==> src/source/mips_pkg.sv <==
package mips_pkg;

	localparam int word_w = 32;
	localparam int reg_count = 32;
	localparam int dmem_addr_w = 8;
	localparam int dmem_words = 1 << dmem_addr_w; // 256 words
	localparam int link_reg = 31; // jal destination

	typedef logic [word_w-1:0] word_t;
	typedef logic [4:0] reg_addr_t;
	typedef logic [31:0] instr_t;
	typedef logic [5:0] opcode_t;
	typedef logic [5:0] funct_t;

	// primary opcodes
	localparam opcode_t op_rtype = 6'h00;
	localparam opcode_t op_j = 6'h02;
	localparam opcode_t op_jal = 6'h03;
	localparam opcode_t op_beq = 6'h04;
	localparam opcode_t op_addiu = 6'h09;
	localparam opcode_t op_ori = 6'h0d;
	localparam opcode_t op_lui = 6'h0f;
	localparam opcode_t op_lw = 6'h23;
	localparam opcode_t op_sw = 6'h2b;

	// r-type function field
	localparam funct_t fn_jr = 6'h08;
	localparam funct_t fn_addu = 6'h21;
	localparam funct_t fn_subu = 6'h23;
	localparam funct_t fn_and = 6'h24;
	localparam funct_t fn_or = 6'h25;
	localparam funct_t fn_slt = 6'h2a;

	typedef enum logic [2:0] {
		alu_disable, alu_addu, alu_subu, alu_and, alu_or, alu_slt, alu_setu
	} alu_op_e;

	typedef enum logic {src_reg, src_imm} alu_src_e;

	typedef enum logic [1:0] {br_none, br_eqz, br_uncond} branch_op_e;

	typedef enum logic [1:0] {mem_none, mem_lw, mem_sw} mem_op_e;

	typedef enum logic [2:0] {
		st_idle, st_fetch, st_decode, st_execute, st_memory, st_writeback
	} ctrl_state_e;

	typedef struct packed {
		alu_op_e alu_op;
		alu_src_e alu_src;
		word_t reg1_data;
		word_t reg2_data;
		word_t imm;
		reg_addr_t wb_addr;
		branch_op_e branch_op;
		word_t branch_dest;
		logic jump_reg; // target taken from reg2_data
		mem_op_e mem_op;
		word_t pc;
	} id2ex_t;

	typedef struct packed {
		word_t result;
		word_t store_data;
		reg_addr_t wb_addr;
		mem_op_e mem_op;
		word_t next_pc;
	} ex2wb_t;

	typedef struct packed {
		word_t pc;
		reg_addr_t wb_addr;
		word_t wb_data;
	} retire_t;

endpackage

==> src/source/fetch_unit.sv <==
module fetch_unit (
	input logic clk,
	input logic rst,
	input logic fetch_start,
	input logic imem_ack,
	input mips_pkg::instr_t imem_data,
	input logic wb_en,
	input mips_pkg::word_t next_pc,
	output logic fetch_done,
	output logic imem_req,
	output mips_pkg::word_t imem_addr,
	output mips_pkg::instr_t instr,
	output mips_pkg::word_t pc
);

	typedef enum logic [1:0] {f_idle, f_req, f_wait} fetch_state_e;

	fetch_state_e state;

	// req rises with fetch_start, held until ack
	assign imem_req = fetch_start || state == f_req;
	assign imem_addr = pc;

	always_ff @(posedge clk) begin
		if (rst) begin
			state <= f_idle;
			fetch_done <= 1'b0;
			pc <= '0;
		end else begin
			fetch_done <= 1'b0;
			case (state)
				f_idle: if (fetch_start) state <= f_req;
				f_req: if (imem_ack) state <= f_wait;
				f_wait: begin
					if (!imem_ack) begin // memory finished phase 4
						fetch_done <= 1'b1;
						state <= f_idle;
					end
				end
				default: state <= f_idle;
			endcase
			if (wb_en) pc <= next_pc;
		end
	end

	always_ff @(posedge clk) begin
		if (state == f_req && imem_ack) instr <= imem_data;
	end

endmodule

==> config.mk <==
export PLATFORM = sky130hd
export DESIGN_NAME = fetch_unit
export DESIGN_NICKNAME = d
export VERILOG_FILES = /design/src/source/mips_pkg.sv /design/src/source/fetch_unit.sv
export SDC_FILE = /design/constraint.sdc
export NUM_CORES = 1
export LEC_CHECK = 0
export ABC_AREA = 1
export BUFFER_PORTS_ARGS = -buffer_cell sky130_fd_sc_hd__buf_2
export CAP_MARGIN = 20
export CORE_ASPECT_RATIO = 1.1
export CORE_MARGIN = 5
export CORE_UTILIZATION = 40
export CTS_BUF_LIST = sky130_fd_sc_hd__clkbuf_4 sky130_fd_sc_hd__clkbuf_8
export CTS_CLUSTER_DIAMETER = 60
export CTS_CLUSTER_SIZE = 30
export DETAILED_ROUTE_END_ITERATION = 6
export GPL_ROUTABILITY_DRIVEN = 0
export PLACE_DENSITY = 0.81
export SYNTH_ARGS = -nofsm -noshare
export SYNTH_HDL_FRONTEND = slang
export SYNTH_SLANG_ARGS = --single-unit
==> constraint.sdc <==
create_clock -name clk -period 3.4 [get_ports clk]
set_clock_uncertainty 0.15 [all_clocks]
set_input_delay 0.68 -clock clk [delete_from_list [all_inputs] [get_ports clk]]
set_output_delay 0.68 -clock clk [all_outputs]
set_load 0.03 [all_outputs]
### Word-level counts from Yosys, hierarchy flattened

Index checks and enable logic that the tools add are counted.

* equality and inequality tests: 5
* mux-type cells: 5
* reduce and logical (&&, ||, !) cells: 5
* bitwise operators: 1

Operators by type and width (count)
* $mux 2: 3
* $ne 2x2->1 const B: 3
* $pmux 2 s3: 1
* $reduce_and 3->1: 1
* $eq 2x1->1 const B: 1
* $eq 2x2->1 const B: 1
* $logic_not 2->1: 1
* $reduce_or 2->1: 1
* $logic_and 1x1->1: 1
* $logic_or 1x1->1: 1
* $mux 1: 1
* $not 1->1: 1

* register bits: 67
* input bits: 69
* output and inout bits: 98
* word-level logic and storage cells: 20

### Logic depth before layout (Yosys ltp)

* word-level depth: 3
* gate-level depth with buffers: 4

### Least setup slack after synthesis

Ideal clock, no wire load.

* path kind: in2reg
* start: input imem_ack
* end: register instr[0] (enable)
* library setup time: 0.421 ns
* data arrival time: 2.067 ns
* stages on the path: 2
* path slack: 0.762 ns
* data required time: 2.829 ns
* path through: inv_1 nor2_1

* longest elaborated chain between the ends: 1

RTL lines
* start: declaration: RTL line fetch_unit.sv:5 `input logic imem_ack,`
* $logic_and 1x1->1: RTL line fetch_unit.sv:47 `if (state == f_req && imem_ack) instr <= imem_data;`
* end signal: assignment: RTL line fetch_unit.sv:47
* end: declaration: RTL line fetch_unit.sv:12 `output mips_pkg::instr_t instr,`

No other way between the ends.
A chain may end at the register's enable or synchronous reset.

### Worst setup path after layout

* start: input fetch_start
* end: output imem_req

* longest elaborated chain between the ends: 1

RTL lines
* start: declaration: RTL line fetch_unit.sv:4 `input logic fetch_start,`
* $logic_or 1x1->1: RTL line fetch_unit.sv:21 `assign imem_req = fetch_start || state == f_req;`
* end: declaration: RTL line fetch_unit.sv:10 `output logic imem_req,`

No other way between the ends.

==> metrics.txt <==
status=finished clean; DRT Pass-1 Iters=4; CP Launch Point=fetch_start; min Tclk post-route=2.07 ns; Worst EP arrival=1.24 ns; Resize count post-CTS=0; Yosys Warn Count=0; H-tree depth=3; first-pass GRT wire length=9000 microns; CP max stage delay=0.27 ns; Worst Hold Path EP=fetch_done; total number of vias=1,966; crit path cell chain=buf_2 > or2_2 > buf_2; flops & latches, synth=67; Nets=429; peak supply drop=0.296 mV; CTS max path bufs=2; ANT cells=0; endpoints failing hold=0; most common cell after layout, fill and taps aside=buf_2; total track usage=0.145; post-route ant nets=0; # rows=29; largest net degree at the start of global routing=35; layout cells sized above 1=0.507; Slew Viols, Final=0; post-synth top area share=0.394; f_max=0.484 GHz; setup bufs post-CTS=0; final setup violation count=0; vias in the first global route=1,855; Via density=4.45; final setup TNS=0 ns; io pins=167; Worst Hold Path Cells=2; # Max-Cap Violations=0; worst min path class=flip-flop to flip-flop; initial drt markers=57; most frequent cell on the critical path=buf_2; slew margin rel.=0.650; global route overflow=0; die height=91.9 microns; CTS tree=yes; RSZ-0062 raised after global routing=no; core area=0.00584 sq mm; Die X-Extent=84.5 microns; syn_nets=291; Post-Syn Area=0.00244 sq mm; Synth area leader=edfxtp_1; Reg2Reg Setup Slack=2.02 ns; initial antenna violation count=0; fin crit share=0.608; input/output buffers=166; post-synthesis cell type count=15; mean post-synth cell area=11.0 sq um; Power Density=558 mW/mm^2; Total Wirelength=5760 microns; CP max stage cell=or2_2; Critical Path Source Type=input pin; WL/cell=13.0 microns; Leakage=1.62 nW; Hold Startpoint=state[1]; Final Power=1.82 mW; Post-Synthesis Cells=222; Crit Reg-Reg Endpoint=instr[22]; CP Capture Type=primary output; Die ar.=0.00776 sq mm; critical path required time=2.57 ns; sequential area share after synthesis=0.681; drc violations=0; Layout Area Growth over Synthesis=33.9%; Critical R2R Launch=state[1]; most frequent cells in the layout=buf_2 (166), nor2_1 (67), dfxtp_1 (35); root buf cell=clkbuf_8; TritonCTS buffer count=9; Detailed Place HPWL=4410 microns; clock slew at reported path FFs=0.07 ns; CTS sink count=67; later-pin clock latency in the skew report=0.32 ns; Post-CTS Hold Buffers=0; starting utilization of the core area=0.418; worst slew pin tran=0.524 ns; Critical Setup Path Class=input pin to primary output; R2R depth=4; Synth area leaders=edfxtp_1 (39%), dfxtp_1 (29%), nor2_1 (10%); worst-path maximum fanout=2
power breakdown:
group	switching [mW]	total [mW]	internal [mW]
combinational	0.213	0.302	0.0897
clock	0.270	0.609	0.339
sequential	0.0215	0.913	0.891
cells by family after synthesis:
family	synth area share
flops	0.681
buf+inv	0.132
simple gates	0.119
compound gates	0.0677
through the flow:
| step | hold slack (ns) | instances | util | setup slack, ns | instance area, sq um |
|---|---|---|---|---|---|
| 3_3_place_gp | 0.340 | 426 | 0.527 | 1.34 | 3080 |
| 6_report | 0.363 | 442 | 0.559 | 1.33 | 3270 |
| 3_5_place_dp | 0.350 | 426 | 0.527 | 1.33 | 3080 |
| 4_1_cts | 0.357 | 442 | 0.559 | 1.33 | 3270 |
| 5_1_grt | 0.349 | 442 | 0.559 | 1.31 | 3270 |
| 2_1_floorplan | 0.320 | 222 | - | 0.762 | 2440 |
registers in the layout, indices dropped and copies added (netlist names):
register / cells
imem_addr: 32
instr: 32
state: 2
fetch_done: 1
layer usage:
metal,track usage,wire [microns],vias up
met5,0,0,-
met4,0.0673,83,0
met3,0.0573,738,8
met2,0.231,2580,120
met1,0.172,2360,870
li1,-,-,968
synth_stat cells (all sizes together):
cell,n
nor2,68
buf,37
dfxtp,35
edfxtp,32
o21ai,32
inv,5
nand2,5
clkbuf,4
a21oi,1
nand3,1
nor3,1
or2,1
how the worst max path moves through the flow:
stage               cells after the start        to  slack, ns
floorplan                               2  instr[0]       0.76
global route                            3  imem_req       1.31
finish                                  3  imem_req       1.33
CTS                                     3  imem_req       1.33
detailed placement                      3  imem_req       1.33
global placement                        3  imem_req       1.34
worst max-delay path: cells and delay by family:
| kind | cells | cell delay (ns) |
|---|---|---|
| buf+inv | 2 | 0.28 |
| simple gates | 1 | 0.27 |
cell type report:
| type | count | area, sq um |
|---|---|---|
| fill | 497 | 2570 |
| sequential | 67 | 1660 |
| timing repair buffer | 168 | 846 |
| multi-input combinational | 109 | 458 |
| clock buffer | 10 | 131 |
| tap | 77 | 96.3 |
| clock inverter | 6 | 56.3 |
| inverter | 5 | 18.8 |
No activity file was read; power rests on OpenSTA's default activity.
