`src/source/mips_pkg.sv`:
```
package mips_pkg;

	localparam int word_w = 32;
	localparam int reg_count = 32;
	localparam int dmem_addr_w = 8;
	localparam int dmem_words = 1 << dmem_addr_w; // 256 words
	localparam int link_reg = 31; // jal destination

	typedef logic [word_w-1:0] word_t;
	typedef logic [4:0] reg_addr_t;
	typedef logic [31:0] instr_t;
	typedef logic [5:0] opcode_t;
	typedef logic [5:0] funct_t;

	// primary opcodes
	localparam opcode_t op_rtype = 6'h00;
	localparam opcode_t op_j = 6'h02;
	localparam opcode_t op_jal = 6'h03;
	localparam opcode_t op_beq = 6'h04;
	localparam opcode_t op_addiu = 6'h09;
	localparam opcode_t op_ori = 6'h0d;
	localparam opcode_t op_lui = 6'h0f;
	localparam opcode_t op_lw = 6'h23;
	localparam opcode_t op_sw = 6'h2b;

	// r-type function field
	localparam funct_t fn_jr = 6'h08;
	localparam funct_t fn_addu = 6'h21;
	localparam funct_t fn_subu = 6'h23;
	localparam funct_t fn_and = 6'h24;
	localparam funct_t fn_or = 6'h25;
	localparam funct_t fn_slt = 6'h2a;

	typedef enum logic [2:0] {
		alu_disable, alu_addu, alu_subu, alu_and, alu_or, alu_slt, alu_setu
	} alu_op_e;

	typedef enum logic {src_reg, src_imm} alu_src_e;

	typedef enum logic [1:0] {br_none, br_eqz, br_uncond} branch_op_e;

	typedef enum logic [1:0] {mem_none, mem_lw, mem_sw} mem_op_e;

	typedef enum logic [2:0] {
		st_idle, st_fetch, st_decode, st_execute, st_memory, st_writeback
	} ctrl_state_e;

	typedef struct packed {
		alu_op_e alu_op;
		alu_src_e alu_src;
		word_t reg1_data;
		word_t reg2_data;
		word_t imm;
		reg_addr_t wb_addr;
		branch_op_e branch_op;
		word_t branch_dest;
		logic jump_reg; // target taken from reg2_data
		mem_op_e mem_op;
		word_t pc;
	} id2ex_t;

	typedef struct packed {
		word_t result;
		word_t store_data;
		reg_addr_t wb_addr;
		mem_op_e mem_op;
		word_t next_pc;
	} ex2wb_t;

	typedef struct packed {
		word_t pc;
		reg_addr_t wb_addr;
		word_t wb_data;
	} retire_t;

endpackage

```
`src/source/core_ctrl.sv`:
```
module core_ctrl (
	input logic clk,
	input logic rst,
	input logic fetch_done,
	input mips_pkg::ex2wb_t ex2wb,
	input mips_pkg::word_t load_data,
	input mips_pkg::word_t pc,
	output logic fetch_start,
	output logic decode_en,
	output logic exec_en,
	output logic mem_en,
	output logic wb_en,
	output mips_pkg::reg_addr_t reg_write_addr,
	output mips_pkg::word_t reg_write_data,
	output logic reg_write_en,
	output logic retire_valid,
	output mips_pkg::retire_t retire
);

	mips_pkg::ctrl_state_e state;
	mips_pkg::ctrl_state_e state_next;

	always_comb begin
		case (state)
			mips_pkg::st_idle: state_next = mips_pkg::st_fetch;
			mips_pkg::st_fetch: state_next = fetch_done ? mips_pkg::st_decode : mips_pkg::st_fetch;
			mips_pkg::st_decode: state_next = mips_pkg::st_execute;
			mips_pkg::st_execute: state_next = mips_pkg::st_memory;
			mips_pkg::st_memory: state_next = mips_pkg::st_writeback;
			mips_pkg::st_writeback: state_next = mips_pkg::st_fetch;
			default: state_next = mips_pkg::st_idle;
		endcase
	end

	always_ff @(posedge clk) begin
		if (rst) begin
			state <= mips_pkg::st_idle;
			fetch_start <= 1'b0;
		end else begin
			state <= state_next;
			// pulse on entry to fetch only
			fetch_start <= state_next == mips_pkg::st_fetch && state != mips_pkg::st_fetch;
		end
	end

	// remaining stages last one cycle each
	assign decode_en = state == mips_pkg::st_decode;
	assign exec_en = state == mips_pkg::st_execute;
	assign mem_en = state == mips_pkg::st_memory;
	assign wb_en = state == mips_pkg::st_writeback;

	assign reg_write_addr = ex2wb.wb_addr;
	assign reg_write_data = (ex2wb.mem_op == mips_pkg::mem_lw) ? load_data : ex2wb.result;
	assign reg_write_en = wb_en && ex2wb.wb_addr != '0;

	assign retire_valid = wb_en;
	assign retire.pc = pc; // pc not yet advanced in writeback
	assign retire.wb_addr = ex2wb.wb_addr;
	assign retire.wb_data = reg_write_data;

endmodule

```
`config.mk`:
```
export PLATFORM = sky130hd
export DESIGN_NAME = core_ctrl
export DESIGN_NICKNAME = d
export VERILOG_FILES = /design/src/source/mips_pkg.sv /design/src/source/core_ctrl.sv
export SDC_FILE = /design/constraint.sdc
export NUM_CORES = 1
export LEC_CHECK = 0
export ABC_AREA = 1
export BUFFER_PORTS_ARGS = -buffer_cell sky130_fd_sc_hd__buf_2
export CAP_MARGIN = 20
export CORE_AREA = 2 2 111 113
export DETAILED_ROUTE_END_ITERATION = 7
export DIE_AREA = 0 0 113 115
export PLACE_DENSITY = 0.52
export REMOVE_ABC_BUFFERS = 1
export SLEW_MARGIN = 20
export SYNTH_ARGS = -nofsm -noshare
export SYNTH_HDL_FRONTEND = slang
export SYNTH_SLANG_ARGS = --single-unit
```
`constraint.sdc`:
```
create_clock -name clk -period 1 [get_ports clk]
set_clock_uncertainty 0.1 [all_clocks]
set_input_delay 0.05 -clock clk [delete_from_list [all_inputs] [get_ports clk]]
set_output_delay 0.05 -clock clk [all_outputs]
set_load 0.02 [all_outputs]
```
-- Word-level counts from Yosys, hierarchy flattened
Index checks and enable logic that the tools add are counted.
- equality and inequality tests: 8
- mux-type cells: 3
- reductions and logical operators: 5
- operator list (kind ; number):
    2-to-1 mux 32 bit ; 1
    one-hot mux 3 bit (5 select lines) ; 1
    == test 3 x 1 -> 1 bit, second input constant ; 2
    == test 3 x 2 -> 1 bit, second input constant ; 2
    == test 3 bit, second input constant ; 2
    nonzero test 5 bit ; 1
    zero test 3 bit ; 1
    != test 3 x 1 -> 1 bit, second input constant ; 1
    == test 2 x 1 -> 1 bit, second input constant ; 1
    logical AND 1 bit ; 2
    2-to-1 mux 2 bit ; 1
    OR reduction 2 bit ; 1
- output and inout port bits: 113
- register bits after elaboration: 4
- input bits: 170
- word-level logic and storage cells: 18

-- Longest topological paths before layout
- word-level depth: 5
- mapped depth: 6
- gate-level depth less buffers: 6

-- Worst setup path before layout
No wires, ideal clock.
- kind: reg-to-output
- start point: reg state[1]
- end point: out reg_write_en
- cell stages (with the launch flop): 6
- buffers on the path: 0
- required time: 0.850 ns
- path slack: -0.254 ns
- arrival: 1.104 ns
- cells stage by stage: dfxtp_1 -> inv_1 -> nand2_1 -> nor2_1 -> o21ai_0 -> inv_1
- word-level cells in the longest chain between the ends: 2
- ends and longest elaborated chain (item ; RTL line ; text):
    start: declaration ; core_ctrl.sv:20 ; mips_pkg::ctrl_state_e state;
    start signal: assignment ; core_ctrl.sv:37 ; state <= mips_pkg::st_idle;
    start signal: assignment ; core_ctrl.sv:40 ; state <= state_next;
    == test 3 bit ; core_ctrl.sv:50 ; assign wb_en = state == mips_pkg::st_writeback;
    named net retire_valid ; core_ctrl.sv:16 ; output logic retire_valid,
    logical AND 1 bit ; core_ctrl.sv:54 ; assign reg_write_en = wb_en && ex2wb.wb_addr != '0;
    end: declaration ; core_ctrl.sv:15 ; output logic reg_write_en,
The timed path passes the listed nets, and every way through them passes these cells.

-- Final worst setup path
- start point: reg state[1]
- end point: out reg_write_en
- word-level cells in the longest chain between the ends: 2
- ends and longest elaborated chain (item ; RTL line):
    == test 3 bit ; core_ctrl.sv:50
    logical AND 1 bit ; core_ctrl.sv:54
Every way passes these cells.

==> metrics.yaml <==
outcome:
  status: "complete, but fails checks"
  failed_checks: "DRC, setup timing"
yosys:
  synth_xor_xnor_area_share: 0
  synth_most_common_cell: "buf_4"
  synthArstFlopShare: 0
  yosys_warnings: 0
  synthCells: 150
  synth_edf_count: 0
  synthAdderAreaFrac: 0
  synth_area_leaders: "buf_4, mux2_4, dfxtp_1"
  yosys-top-cells-count: "buf_4, mux2_4, nand2_1, nor2_1, inv_1"
  synth_compound_area_frac: 0.01509
  synth_mux_area_frac: 0.3566
  yosys.area.top_type: "buf_4"
  avgSynthCellArea_sq_um: 8.842
  yosysSeqAreaShare: 0.06038
  synth_top_area_share: 0.4245
  synthSimpleGateAreaFrac: 0.07264
  ys_types: 13
  synth-seq-cells: 4
  synth_ff_type: "dfxtp_1"
  synth_top_family_by_area: "buffers and inverters"
  syn_area_sq_um: 1326
finish:
  fillers: 1285
  fin_nets: 413
  layout-drive-gt1-share: 0.8880
  antenna_cells: 0
  area_delta_synth_final_pct: 79.53
  final_core_util: 0.2016
global_routing:
  grt.busiest_layer: "met2"
  grt_antenna_before_repair: 0
  grt_first_pass_wirelength_um: 10880
  grtUsageMet2: 0.2583
  grt_pass1_vias: 1357
  grtUsageMet3: 0.09225
  grt_use_total: 0.1228
  grt_util_met1: 0.08070
  grt_start_max_net_pins: 8
  grt-ovfl-total: 0
route:
  drtAntennaViolNets: 0
  avgRoutedWirePerCell_um: 22.73
  drt-initial-drc-count: 68
  drt-total-wl_um: 8819
  drc_errors: 18
  drt-pass1-iter-count: 8
  via_per_inst: 3.626
  num_vias: 1407
setup_path:
  end_kind: "output port"
  arrival_ns: 1.02
  cp-start-kind: "flip-flop"
  crit_required_ns: 0.85
  critPathMaxFanout: 3
  critical_path_class: "reg -> out"
sta:
  period_share: 1.174
  hold_slack_ns: 0.00004366
  worst_pin_slew_ns: 0.1435
  fmax_ghz: 0.8518
  relSlewSlack: 0.9041
  rsz0062_at_grt: "true"
  period_needed_ns: 1.174
  final-setup-viol-count: 69
  hold_viol: 0
  slew_viol_final: 0
  layout_setup_ws_ns: -0.1740
floorplanning:
  start_util: 0.1123
  rows: 40
  die-area_sq_um: 13000
  die_x_um: 113
  ios: 283
  core_sq_um: 11810
  fp.dieH_um: 115
clock_network:
  clockRootBuffer: "clkbuf_16"
  clock_sinks: 4
  clockBufferDepth: 2
  path_clk_slew_ns: 0.03
  clk_latency_ns: 0.22
  numCtsBuffers: 3
  cts_max_level: 1
  cts_tree: "built"
hold_path:
  hold_path.class: "in -> out"
pwr:
  vdd_drop_max_mv: 0.9442
  power.density_nw_per_um2: 929.4
  leakage_nw: 1.315
placed_design:
  dpl.hpwl_um: 7793
  gp_congestion: 0.8322
  port_buffers: 154
run:
  cap_violations: 0
-- placed cells by master (no fill, tap or decap), drive strengths merged --
cell         count
buf            165
mux2            32
nand2           11
nor2            10
inv              9
dfxtp            4
clkbuf           3
a21oi            2
nand3            2
o21ai            2
dlygate4sd3      1
-- worst max-delay path, cell delays in order (launching register included) --
cell and delay [ns]:
dfxtp_2 0.32, inv_2 0.07, nand2_4 0.05, nor2_4 0.09, o21ai_1 0.07, inv_1 0.07
buf_6 0.11
-- logic make-up after synthesis --
group           count (synthesis)
buf+inv                        87
flops                           4
compound gates                  4
simple gates                   23
mux                            32
-- per-stage QoR --
| step | TNS [ns] | cells | setup WS [ns] | power (mW) | cell area [sq um] |
|---|---|---|---|---|---|
| finish | -5.640 | 388 | -0.1740 | 2.213 | 2381 |
| global placement | -4.797 | 377 | -0.1046 | 1.239 | 1713 |
| detailed placement | -5.089 | 377 | -0.1093 | 1.240 | 1713 |
| floorplan | -1.448 | 72 | -0.5125 | 0.7397 | 703.2 |
| global route | -7.488 | 388 | -0.2350 | 2.304 | 2381 |
| CTS | -5.994 | 384 | -0.1834 | 2.166 | 2262 |
-- path summary, 6_finish.rpt --
path                                     end  startpoint  depth (start not counted)  slack [ns]
worst max-delay path            reg_write_en    state[1]                          6       -0.17
worst min-delay path              retire[39]       pc[2]                          0     0.00004
worst max register to register   fetch_start    state[1]                          8       -0.15
worst min register to register      state[0]    state[0]                          3        0.52
-- state kept, by name (all words and copies together) (netlist names) --
signal       cells
fetch_start      1
state            3
-- layer usage --
metal,up-vias,share of wire
met1,604,0.22
met4,2,0.043
li1,590,-
met3,18,0.19
met5,-,0.0074
met2,193,0.54
-- area by class of cell --
cell class                      count  area [sq um]  area share
Tap cell                          147         183.9     0.07725
Timing Repair Buffer              166          1363      0.5723
Clock buffer                        3         75.07     0.03153
Inverter                            9         38.79     0.01629
Multi-Input combinational cell     59         634.4      0.2664
Sequential cell                     4         86.33     0.03626
-- power by group --
part / internal (mW) / leakage, nW / switching, mW / total (mW)
logic: 0.729 / 1.24 / 0.684 / 1.41
clock network: 0.510 / 0.0370 / 0.104 / 0.614
registers: 0.173 / 0.0343 / 0.0122 / 0.185
total: 1.41 / 1.31 / 0.801 / 2.21
-- timing repair --
action	CTS	global route
cloned	2	0
resized for setup	133	29
pin swaps	6	4
endpoints found under the hold margin	3	0
endpoints found under the setup margin	67	72
setup buffers	1	4
hold buffers	1	0
No activity file was read; power rests on OpenSTA's default activity.
