==> config.mk <==
export PLATFORM = sky130hd
export DESIGN_NAME = alu
export DESIGN_NICKNAME = d
export VERILOG_FILES = /design/src/source/mips_pkg.sv /design/src/source/alu.sv
export SDC_FILE = /design/constraint.sdc
export NUM_CORES = 1
export LEC_CHECK = 0
export ABC_AREA = 1
export BUFFER_PORTS_ARGS = -buffer_cell sky130_fd_sc_hd__buf_4
export CAP_MARGIN = 5
export CORE_MARGIN = 1.5
export CORE_UTILIZATION = 29
export CTS_CLUSTER_DIAMETER = 30
export DETAILED_ROUTE_END_ITERATION = 12
export SLEW_MARGIN = 20
export SYNTH_ARGS = -nofsm -noshare
export SYNTH_HDL_FRONTEND = slang
export SYNTH_SLANG_ARGS = --single-unit
==> constraint.sdc <==
create_clock -name clk -period 5.2 [get_ports clk]
set_input_delay 0.26 -clock clk [delete_from_list [all_inputs] [get_ports clk]]
set_output_delay 0.26 -clock clk [all_outputs]
set_load 0.01 [all_outputs]
==> src/source/mips_pkg.sv <==
package mips_pkg;

	localparam int word_w = 32;
	localparam int reg_count = 32;
	localparam int dmem_addr_w = 8;
	localparam int dmem_words = 1 << dmem_addr_w; // 256 words
	localparam int link_reg = 31; // jal destination

	typedef logic [word_w-1:0] word_t;
	typedef logic [4:0] reg_addr_t;
	typedef logic [31:0] instr_t;
	typedef logic [5:0] opcode_t;
	typedef logic [5:0] funct_t;

	// primary opcodes
	localparam opcode_t op_rtype = 6'h00;
	localparam opcode_t op_j = 6'h02;
	localparam opcode_t op_jal = 6'h03;
	localparam opcode_t op_beq = 6'h04;
	localparam opcode_t op_addiu = 6'h09;
	localparam opcode_t op_ori = 6'h0d;
	localparam opcode_t op_lui = 6'h0f;
	localparam opcode_t op_lw = 6'h23;
	localparam opcode_t op_sw = 6'h2b;

	// r-type function field
	localparam funct_t fn_jr = 6'h08;
	localparam funct_t fn_addu = 6'h21;
	localparam funct_t fn_subu = 6'h23;
	localparam funct_t fn_and = 6'h24;
	localparam funct_t fn_or = 6'h25;
	localparam funct_t fn_slt = 6'h2a;

	typedef enum logic [2:0] {
		alu_disable, alu_addu, alu_subu, alu_and, alu_or, alu_slt, alu_setu
	} alu_op_e;

	typedef enum logic {src_reg, src_imm} alu_src_e;

	typedef enum logic [1:0] {br_none, br_eqz, br_uncond} branch_op_e;

	typedef enum logic [1:0] {mem_none, mem_lw, mem_sw} mem_op_e;

	typedef enum logic [2:0] {
		st_idle, st_fetch, st_decode, st_execute, st_memory, st_writeback
	} ctrl_state_e;

	typedef struct packed {
		alu_op_e alu_op;
		alu_src_e alu_src;
		word_t reg1_data;
		word_t reg2_data;
		word_t imm;
		reg_addr_t wb_addr;
		branch_op_e branch_op;
		word_t branch_dest;
		logic jump_reg; // target taken from reg2_data
		mem_op_e mem_op;
		word_t pc;
	} id2ex_t;

	typedef struct packed {
		word_t result;
		word_t store_data;
		reg_addr_t wb_addr;
		mem_op_e mem_op;
		word_t next_pc;
	} ex2wb_t;

	typedef struct packed {
		word_t pc;
		reg_addr_t wb_addr;
		word_t wb_data;
	} retire_t;

endpackage

==> src/source/alu.sv <==
module alu (
	input logic clk,
	input logic rst,
	input logic exec_en,
	input mips_pkg::id2ex_t id2ex,
	output mips_pkg::ex2wb_t ex2wb
);

	mips_pkg::word_t op_b;
	mips_pkg::word_t result;
	mips_pkg::word_t next_pc;
	logic taken;

	assign op_b = (id2ex.alu_src == mips_pkg::src_imm) ? id2ex.imm : id2ex.reg2_data;

	always_comb begin
		case (id2ex.alu_op)
			mips_pkg::alu_addu: result = id2ex.reg1_data + op_b;
			mips_pkg::alu_subu: result = id2ex.reg1_data - op_b;
			mips_pkg::alu_and: result = id2ex.reg1_data & op_b;
			mips_pkg::alu_or: result = id2ex.reg1_data | op_b;
			mips_pkg::alu_slt: result = {31'b0, $signed(id2ex.reg1_data) < $signed(op_b)};
			mips_pkg::alu_setu: result = id2ex.imm;
			default: result = '0;
		endcase
	end

	// beq compares through the subtraction
	assign taken = (id2ex.branch_op == mips_pkg::br_uncond) ||
		(id2ex.branch_op == mips_pkg::br_eqz && result == '0);

	always_comb begin
		if (id2ex.jump_reg) begin
			next_pc = id2ex.reg2_data;
		end else if (taken) begin
			next_pc = id2ex.branch_dest;
		end else begin
			next_pc = id2ex.pc + 32'd4;
		end
	end

	always_ff @(posedge clk) begin
		if (rst) begin
			ex2wb <= '0;
		end else if (exec_en) begin
			ex2wb.result <= result;
			ex2wb.store_data <= id2ex.reg2_data;
			ex2wb.wb_addr <= id2ex.wb_addr;
			ex2wb.mem_op <= id2ex.mem_op;
			ex2wb.next_pc <= next_pc;
		end
	end

endmodule

# Word level (Yosys, flattened, before mapping)
# Cells that the tools add are included.
dict set report op_classes {
  n_reduce_logical 3
  addsub 3
  eq_ne 8
  mux 4
  n_bitwise 2
  n_lt_le_gt_ge 1
}
# op n
set ops {}
lappend ops {{$pmux W32 S6} 1}
lappend ops {{$mux W32} 3}
lappend ops {{$add A32 B3 Y32 const B} 1}
lappend ops {{$add A32 B32 Y32} 1}
lappend ops {{$and A32 B32 Y32} 1}
lappend ops {{$logic_not A32 Y1} 1}
lappend ops {{$lt A32 B32 Y1} 1}
lappend ops {{$or A32 B32 Y32} 1}
lappend ops {{$sub A32 B32 Y32} 1}
lappend ops {{$eq A3 B3 Y1 const B} 3}
lappend ops {{$eq A3 B2 Y1 const B} 2}
lappend ops {{$eq A3 B1 Y1 const B} 1}
lappend ops {{$eq A2 B1 Y1 const B} 1}
lappend ops {{$eq A2 B2 Y1 const B} 1}
lappend ops {{$logic_and A1 B1 Y1} 1}
lappend ops {{$logic_or A1 B1 Y1} 1}
dict set report word_totals {
  inputBits 177
  output_inout_bits 103
  ff_bits 103
}

# Longest topological paths before layout
dict set report depth {
  word_depth 8
  depth_mapped 29
  mapped_depth_nobuf 27
}

# Least setup slack after synthesis
# OpenSTA, ideal clock, no wires.
dict set report synth_timing {
  path_kind {input port to flip-flop}
  startpoint {input port id2ex[170] (netlist bit)}
  endpoint {register ex2wb[1] (netlist bit)}
  path_stages 26
  slack_ns 1.826
  arrival_ns 3.241
  t_required_ns 5.068
  cell_sequence {clkbuf_1 -> clkbuf_1 -> nand2_1 -> o21ai_0 -> inv_1 -> ha_1 -> fa_1 -> nand3_1 -> nand3_2 -> nand2_1 -> nand2_1 -> nand2_1 -> nand3_1 -> nand3_1 -> nand2_1 -> nor2_1 -> nand3_1 -> nor2_1 -> nand3_1 -> nor2_2 -> nand2_2 -> buf_2 -> nand3_1 -> nand3_1 -> nand2_1 -> a21oi_1}
}
dict set report synth_between {
  elab_chain_len 8
}
# item line
set synth_lines {}
lappend synth_lines {{start, declared} alu.sv:5} ;# input mips_pkg::id2ex_t id2ex,
lappend synth_lines {{$mux W32 (*)} alu.sv:14} ;# assign op_b = (id2ex.alu_src == mips_pkg::src_imm) ? id2ex.imm : id2ex.reg2_data;
lappend synth_lines {{$sub A32 B32 Y32 (tied with other cells)} alu.sv:19} ;# mips_pkg::alu_subu: result = id2ex.reg1_data - op_b;
lappend synth_lines {{$pmux W32 S6 (*)} alu.sv:17} ;# case (id2ex.alu_op)
lappend synth_lines {{$logic_not A32 Y1 (*)} alu.sv:30} ;# (id2ex.branch_op == mips_pkg::br_eqz && result == '0);
lappend synth_lines {{$logic_and A1 B1 Y1 (*)} alu.sv:30}
lappend synth_lines {{$logic_or A1 B1 Y1 (*)} alu.sv:29} ;# assign taken = (id2ex.branch_op == mips_pkg::br_uncond) ||
lappend synth_lines {{$mux W32 (*)} alu.sv:35} ;# end else if (taken) begin
lappend synth_lines {{$mux W32 (*)} alu.sv:33} ;# if (id2ex.jump_reg) begin
lappend synth_lines {{end, declared} alu.sv:6} ;# output mips_pkg::ex2wb_t ex2wb
# Every way passes the cells marked *; elsewhere a longest branch is shown, timed or not.
# A chain may end at the register's enable or synchronous reset.

# Final worst setup path
dict set report layout_timing {
  startpoint {input port id2ex[170] (netlist bit)}
  endpoint {register ex2wb[29] (netlist bit)}
}
# Same word-level chain as after synthesis.

==> results_dict.tcl <==
set metrics [dict create \
    drtIter0Drc 1152 \
    synth_compound_area_frac 0.149 \
    cts_tree "built" \
    cts.clk_slew.worst_paths_ns 0.07 \
    final_area_sq_um 14700 \
    status "completed" \
    clock.fmax_mhz 247 \
    gr-total-overflow 0 \
    cpMostUsedCell "nand3_1" \
    finalSetupViolations 0 \
    detail_route.wl_per_cell_um 18.3 \
    ys_top_cells_by_area "nand2_1 19%, dfxtp_1 17%, inv_1 12%" \
    post_cts_resized 0 \
    die_y_um 205 \
    synth_top_family_by_area "simple AND/OR/NAND/NOR gates" \
    area_delta_synth_final_pct 24.0 \
    crit_arrival_ns 4.26 \
    peakVddDrop_mv 0.155 \
    seq_area_sq_um 2060 \
    clkLatencyLatePin_ns 0.34 \
    critical-path-max-stage-delay_ns 0.45 \
    io_buffers 279 \
    seqPwrFrac 0.296 \
    cts.sinks 103 \
    finalSetupTns_ns 0 \
    netlist.area_leader.share 0.188 \
    row_count 73 \
    vias 14492 \
    p_sw_mw 1.23 \
    hold_violations 0 \
    grt.total_usage 0.247 \
    crit_chain "buf_4 -> buf_4 -> nand2_1 -> o21ai_0 -> ha_1 -> nor2_1 -> nand2_1 -> nor2_1 -> nand3_1 -> nand3_1 -> nand2_1 -> nand3_1 -> nand3_1 -> nor2_1 -> nand3_1 -> nor2_2 -> nand2_2 -> buf_4 -> nand3_1 -> nand3_1 -> nand2_1 -> a21oi_1" \
    leakagePower_nw 8.22 \
    via_per_inst 4.98 \
    drive_above_1_share 0.137 \
    maxCapViolations 0 \
    synth-seq-cells 103 \
    hpwl_um 44300 \
    grt_pass1_vias 13843 \
    largest_reg_flops 103 \
    min_period_ns 4.05 \
    synth_area_sq_um 11800 \
    dpl_cell_area_sq_um 14400 \
    wl_um 53100 \
    finalPower_mw 2.98 \
    ioPinCount 280 \
    largest_register "ex2wb" \
    worstSetupStartpointType "primary input" \
    cts_setup_buffers 0 \
    synth.distinct_cells 33 \
    root_buffer "clkbuf_16" \
    cellPowerDensity_nw_per_um2 203 \
    synthAdderAreaFrac 0.113 \
    synth_mux_area_frac 0 \
    hold_buffers 0 \
    critPathCaptureType "register" \
    ys_warn_count 0 \
    synth_cells 2156 \
    worst_pin_slew_ns 0.903 \
    slew_headroom 0.398 \
    die-area_sq_um 42000 \
    clkPwrFrac 0.245 \
    synth_nets 2439 \
    hold_ws_ns 0.136 \
    drcViolationCount 0 \
    gp_congestion 1.02 \
    reg.largest.list "ex2wb: 103 flops" \
    synth-xor-area-share 0.0215 \
    num-fill-cells 4503 \
    skew_ns 0 \
    rsz0062_at_grt "no" \
    antenna_found_initial 1 \
    yosysTopAreaCell "nand2_1" \
    p_sw_frac 0.412 \
    core_sq_um 40000 \
    die_w_um 205 \
    hp-class "in -> reg" \
    htree_levels 3 \
    avgSynthCellArea_sq_um 5.49 \
    internal_power_mw 1.75 \
    slew_viol_final 0 \
    grt_max_degree 89 \
    multi_input_area_sq_um 7930 \
    ys_seq_area_frac 0.174 \
    critPathSlowestCell "ha_1" \
    ant_nets 0 \
    antenna_cells 0 \
    path_class "in -> reg" \
    fin_nets 2663 \
    grt_pass1_wl_um 79400 \
    clockBufferDepth 2 \
    comb_power_share 0.458 \
    crit_required_ns 5.41 \
    initial_core_util 0.296 \
    critPathMaxFanout 49 \
    first_pass_iters 7 \
    fin_crit_sh 0.779 \
    cts_made_buffers 9 \
    synth-simple-area-share 0.387 \
]
-- worst paths after layout --
| check | start | endpoint | slack [ns] | cells after the start |
|---|---|---|---|---|
| max | id2ex[170] | ex2wb[29]$_SDFFE_PP0P_ | 1.15 | 22 |
| min | id2ex[70] | ex2wb[35]$_SDFFE_PP0P_ | 0.14 | 3 |
| max reg2reg | ex2wb[56]$_SDFFE_PP0P_ | ex2wb[56]$_SDFFE_PP0P_ | 4.45 | 2 |
| min reg2reg | ex2wb[1]$_SDFFE_PP0P_ | ex2wb[1]$_SDFFE_PP0P_ | 0.47 | 2 |
-- metrics by stage --
step | setup WS, ns | utilization | std cells
after floorplan | 1.83 | - | 2156
after global placement | 0.872 | 0.359 | 2894
after detailed placement | 0.900 | 0.359 | 2894
after CTS | 1.27 | 0.367 | 2909
after global routing | 0.830 | 0.367 | 2909
final | 1.15 | 0.367 | 2909
-- cells in the mapped netlist --
| cell type | n |
|---|---|
| nor2_1 | 249 |
| xor2_1 | 20 |
| buf_6 | 3 |
| nor2_2 | 4 |
| a31oi_1 | 3 |
| nand4_1 | 22 |
| buf_2 | 25 |
| nand2_2 | 1 |
| o211ai_1 | 11 |
| o22ai_1 | 30 |
| o21ai_0 | 116 |
| nor3_1 | 13 |
| ha_1 | 104 |
| clkinv_1 | 2 |
| inv_2 | 5 |
| fa_1 | 2 |
| buf_4 | 2 |
| nand2_1 | 594 |
| nand3b_1 | 1 |
| o21bai_1 | 10 |
| inv_1 | 383 |
| nand2_4 | 1 |
| o21ai_1 | 1 |
| nand3_1 | 217 |
| a221oi_1 | 1 |
| nor3_2 | 1 |
| nand3_2 | 3 |
| clkbuf_1 | 45 |
| a21oi_1 | 160 |
| buf_1 | 10 |
| dfxtp_1 | 103 |
| and2_1 | 5 |
| xnor2_1 | 9 |
-- layer usage --
layer | up-vias | part of all wire | GRT usage
li1 | 7189 | - | -
met1 | 6679 | 0.43 | 0.319
met2 | 564 | 0.47 | 0.426
met3 | 60 | 0.073 | 0.0336
met4 | 0 | 0.025 | 0.0717
met5 | - | 0 | 0
-- worst max-delay path: cells and delay by family --
kind,cells,cell delay (ns)
AOI/OAI and AO/OA,2,0.22
adders and majority gates,1,0.45
buffers and inverters,3,0.93
and+or+nand+nor,16,2.34
-- cell usage in the layout, fill, tap and decap left out, drive strengths merged --
| master | netlist | routed |
|---|---|---|
| a21oi | 160 | 160 |
| a221oi | 1 | 1 |
| a31oi | 3 | 3 |
| and2 | 5 | 5 |
| buf | 40 | 298 |
| bufinv | 0 | 2 |
| clkbuf | 45 | 12 |
| clkinv | 2 | 2 |
| clkinvlp | 0 | 1 |
| dfxtp | 103 | 103 |
| fa | 2 | 2 |
| ha | 104 | 104 |
| inv | 388 | 388 |
| nand2 | 596 | 596 |
| nand3 | 220 | 220 |
| nand3b | 1 | 1 |
| nand4 | 22 | 22 |
| nor2 | 253 | 253 |
| nor3 | 14 | 14 |
| o211ai | 11 | 11 |
| o21ai | 117 | 117 |
| o21bai | 10 | 10 |
| o22ai | 30 | 30 |
| xnor2 | 9 | 9 |
| xor2 | 20 | 20 |
-- area by class of cell --
cell class	instances	share of cell area
Clock buffer	12	0.0168
Clock inverter	3	0.00460
Inverter	390	0.0998
Multi-Input combinational cell	1578	0.540
Sequential cell	103	0.141
Tap cell	525	0.0448
Timing Repair Buffer	298	0.153
-- cells by family (layout without fill, tap and decap cells) --
| group | Yosys count | after routing |
|---|---|---|
| buffers and inverters | 475 | 703 |
| adders and majority gates | 106 | 106 |
| AOI/OAI and AO/OA | 332 | 332 |
| xor gates and xnor gates | 29 | 29 |
| DFF | 103 | 103 |
| and+or+nand+nor | 1111 | 1111 |
-- power by group through the flow --
stage	combinational (mW)	sequential (mW)	clock, mW
after floorplan	0.772	0.918	0
after global placement	1.34	0.900	0
after detailed placement	1.35	0.900	0
after CTS	1.35	0.884	0.745
after global routing	1.51	0.889	0.776
final	1.37	0.884	0.732
Note: power is estimated with default switching activity, not from simulation.
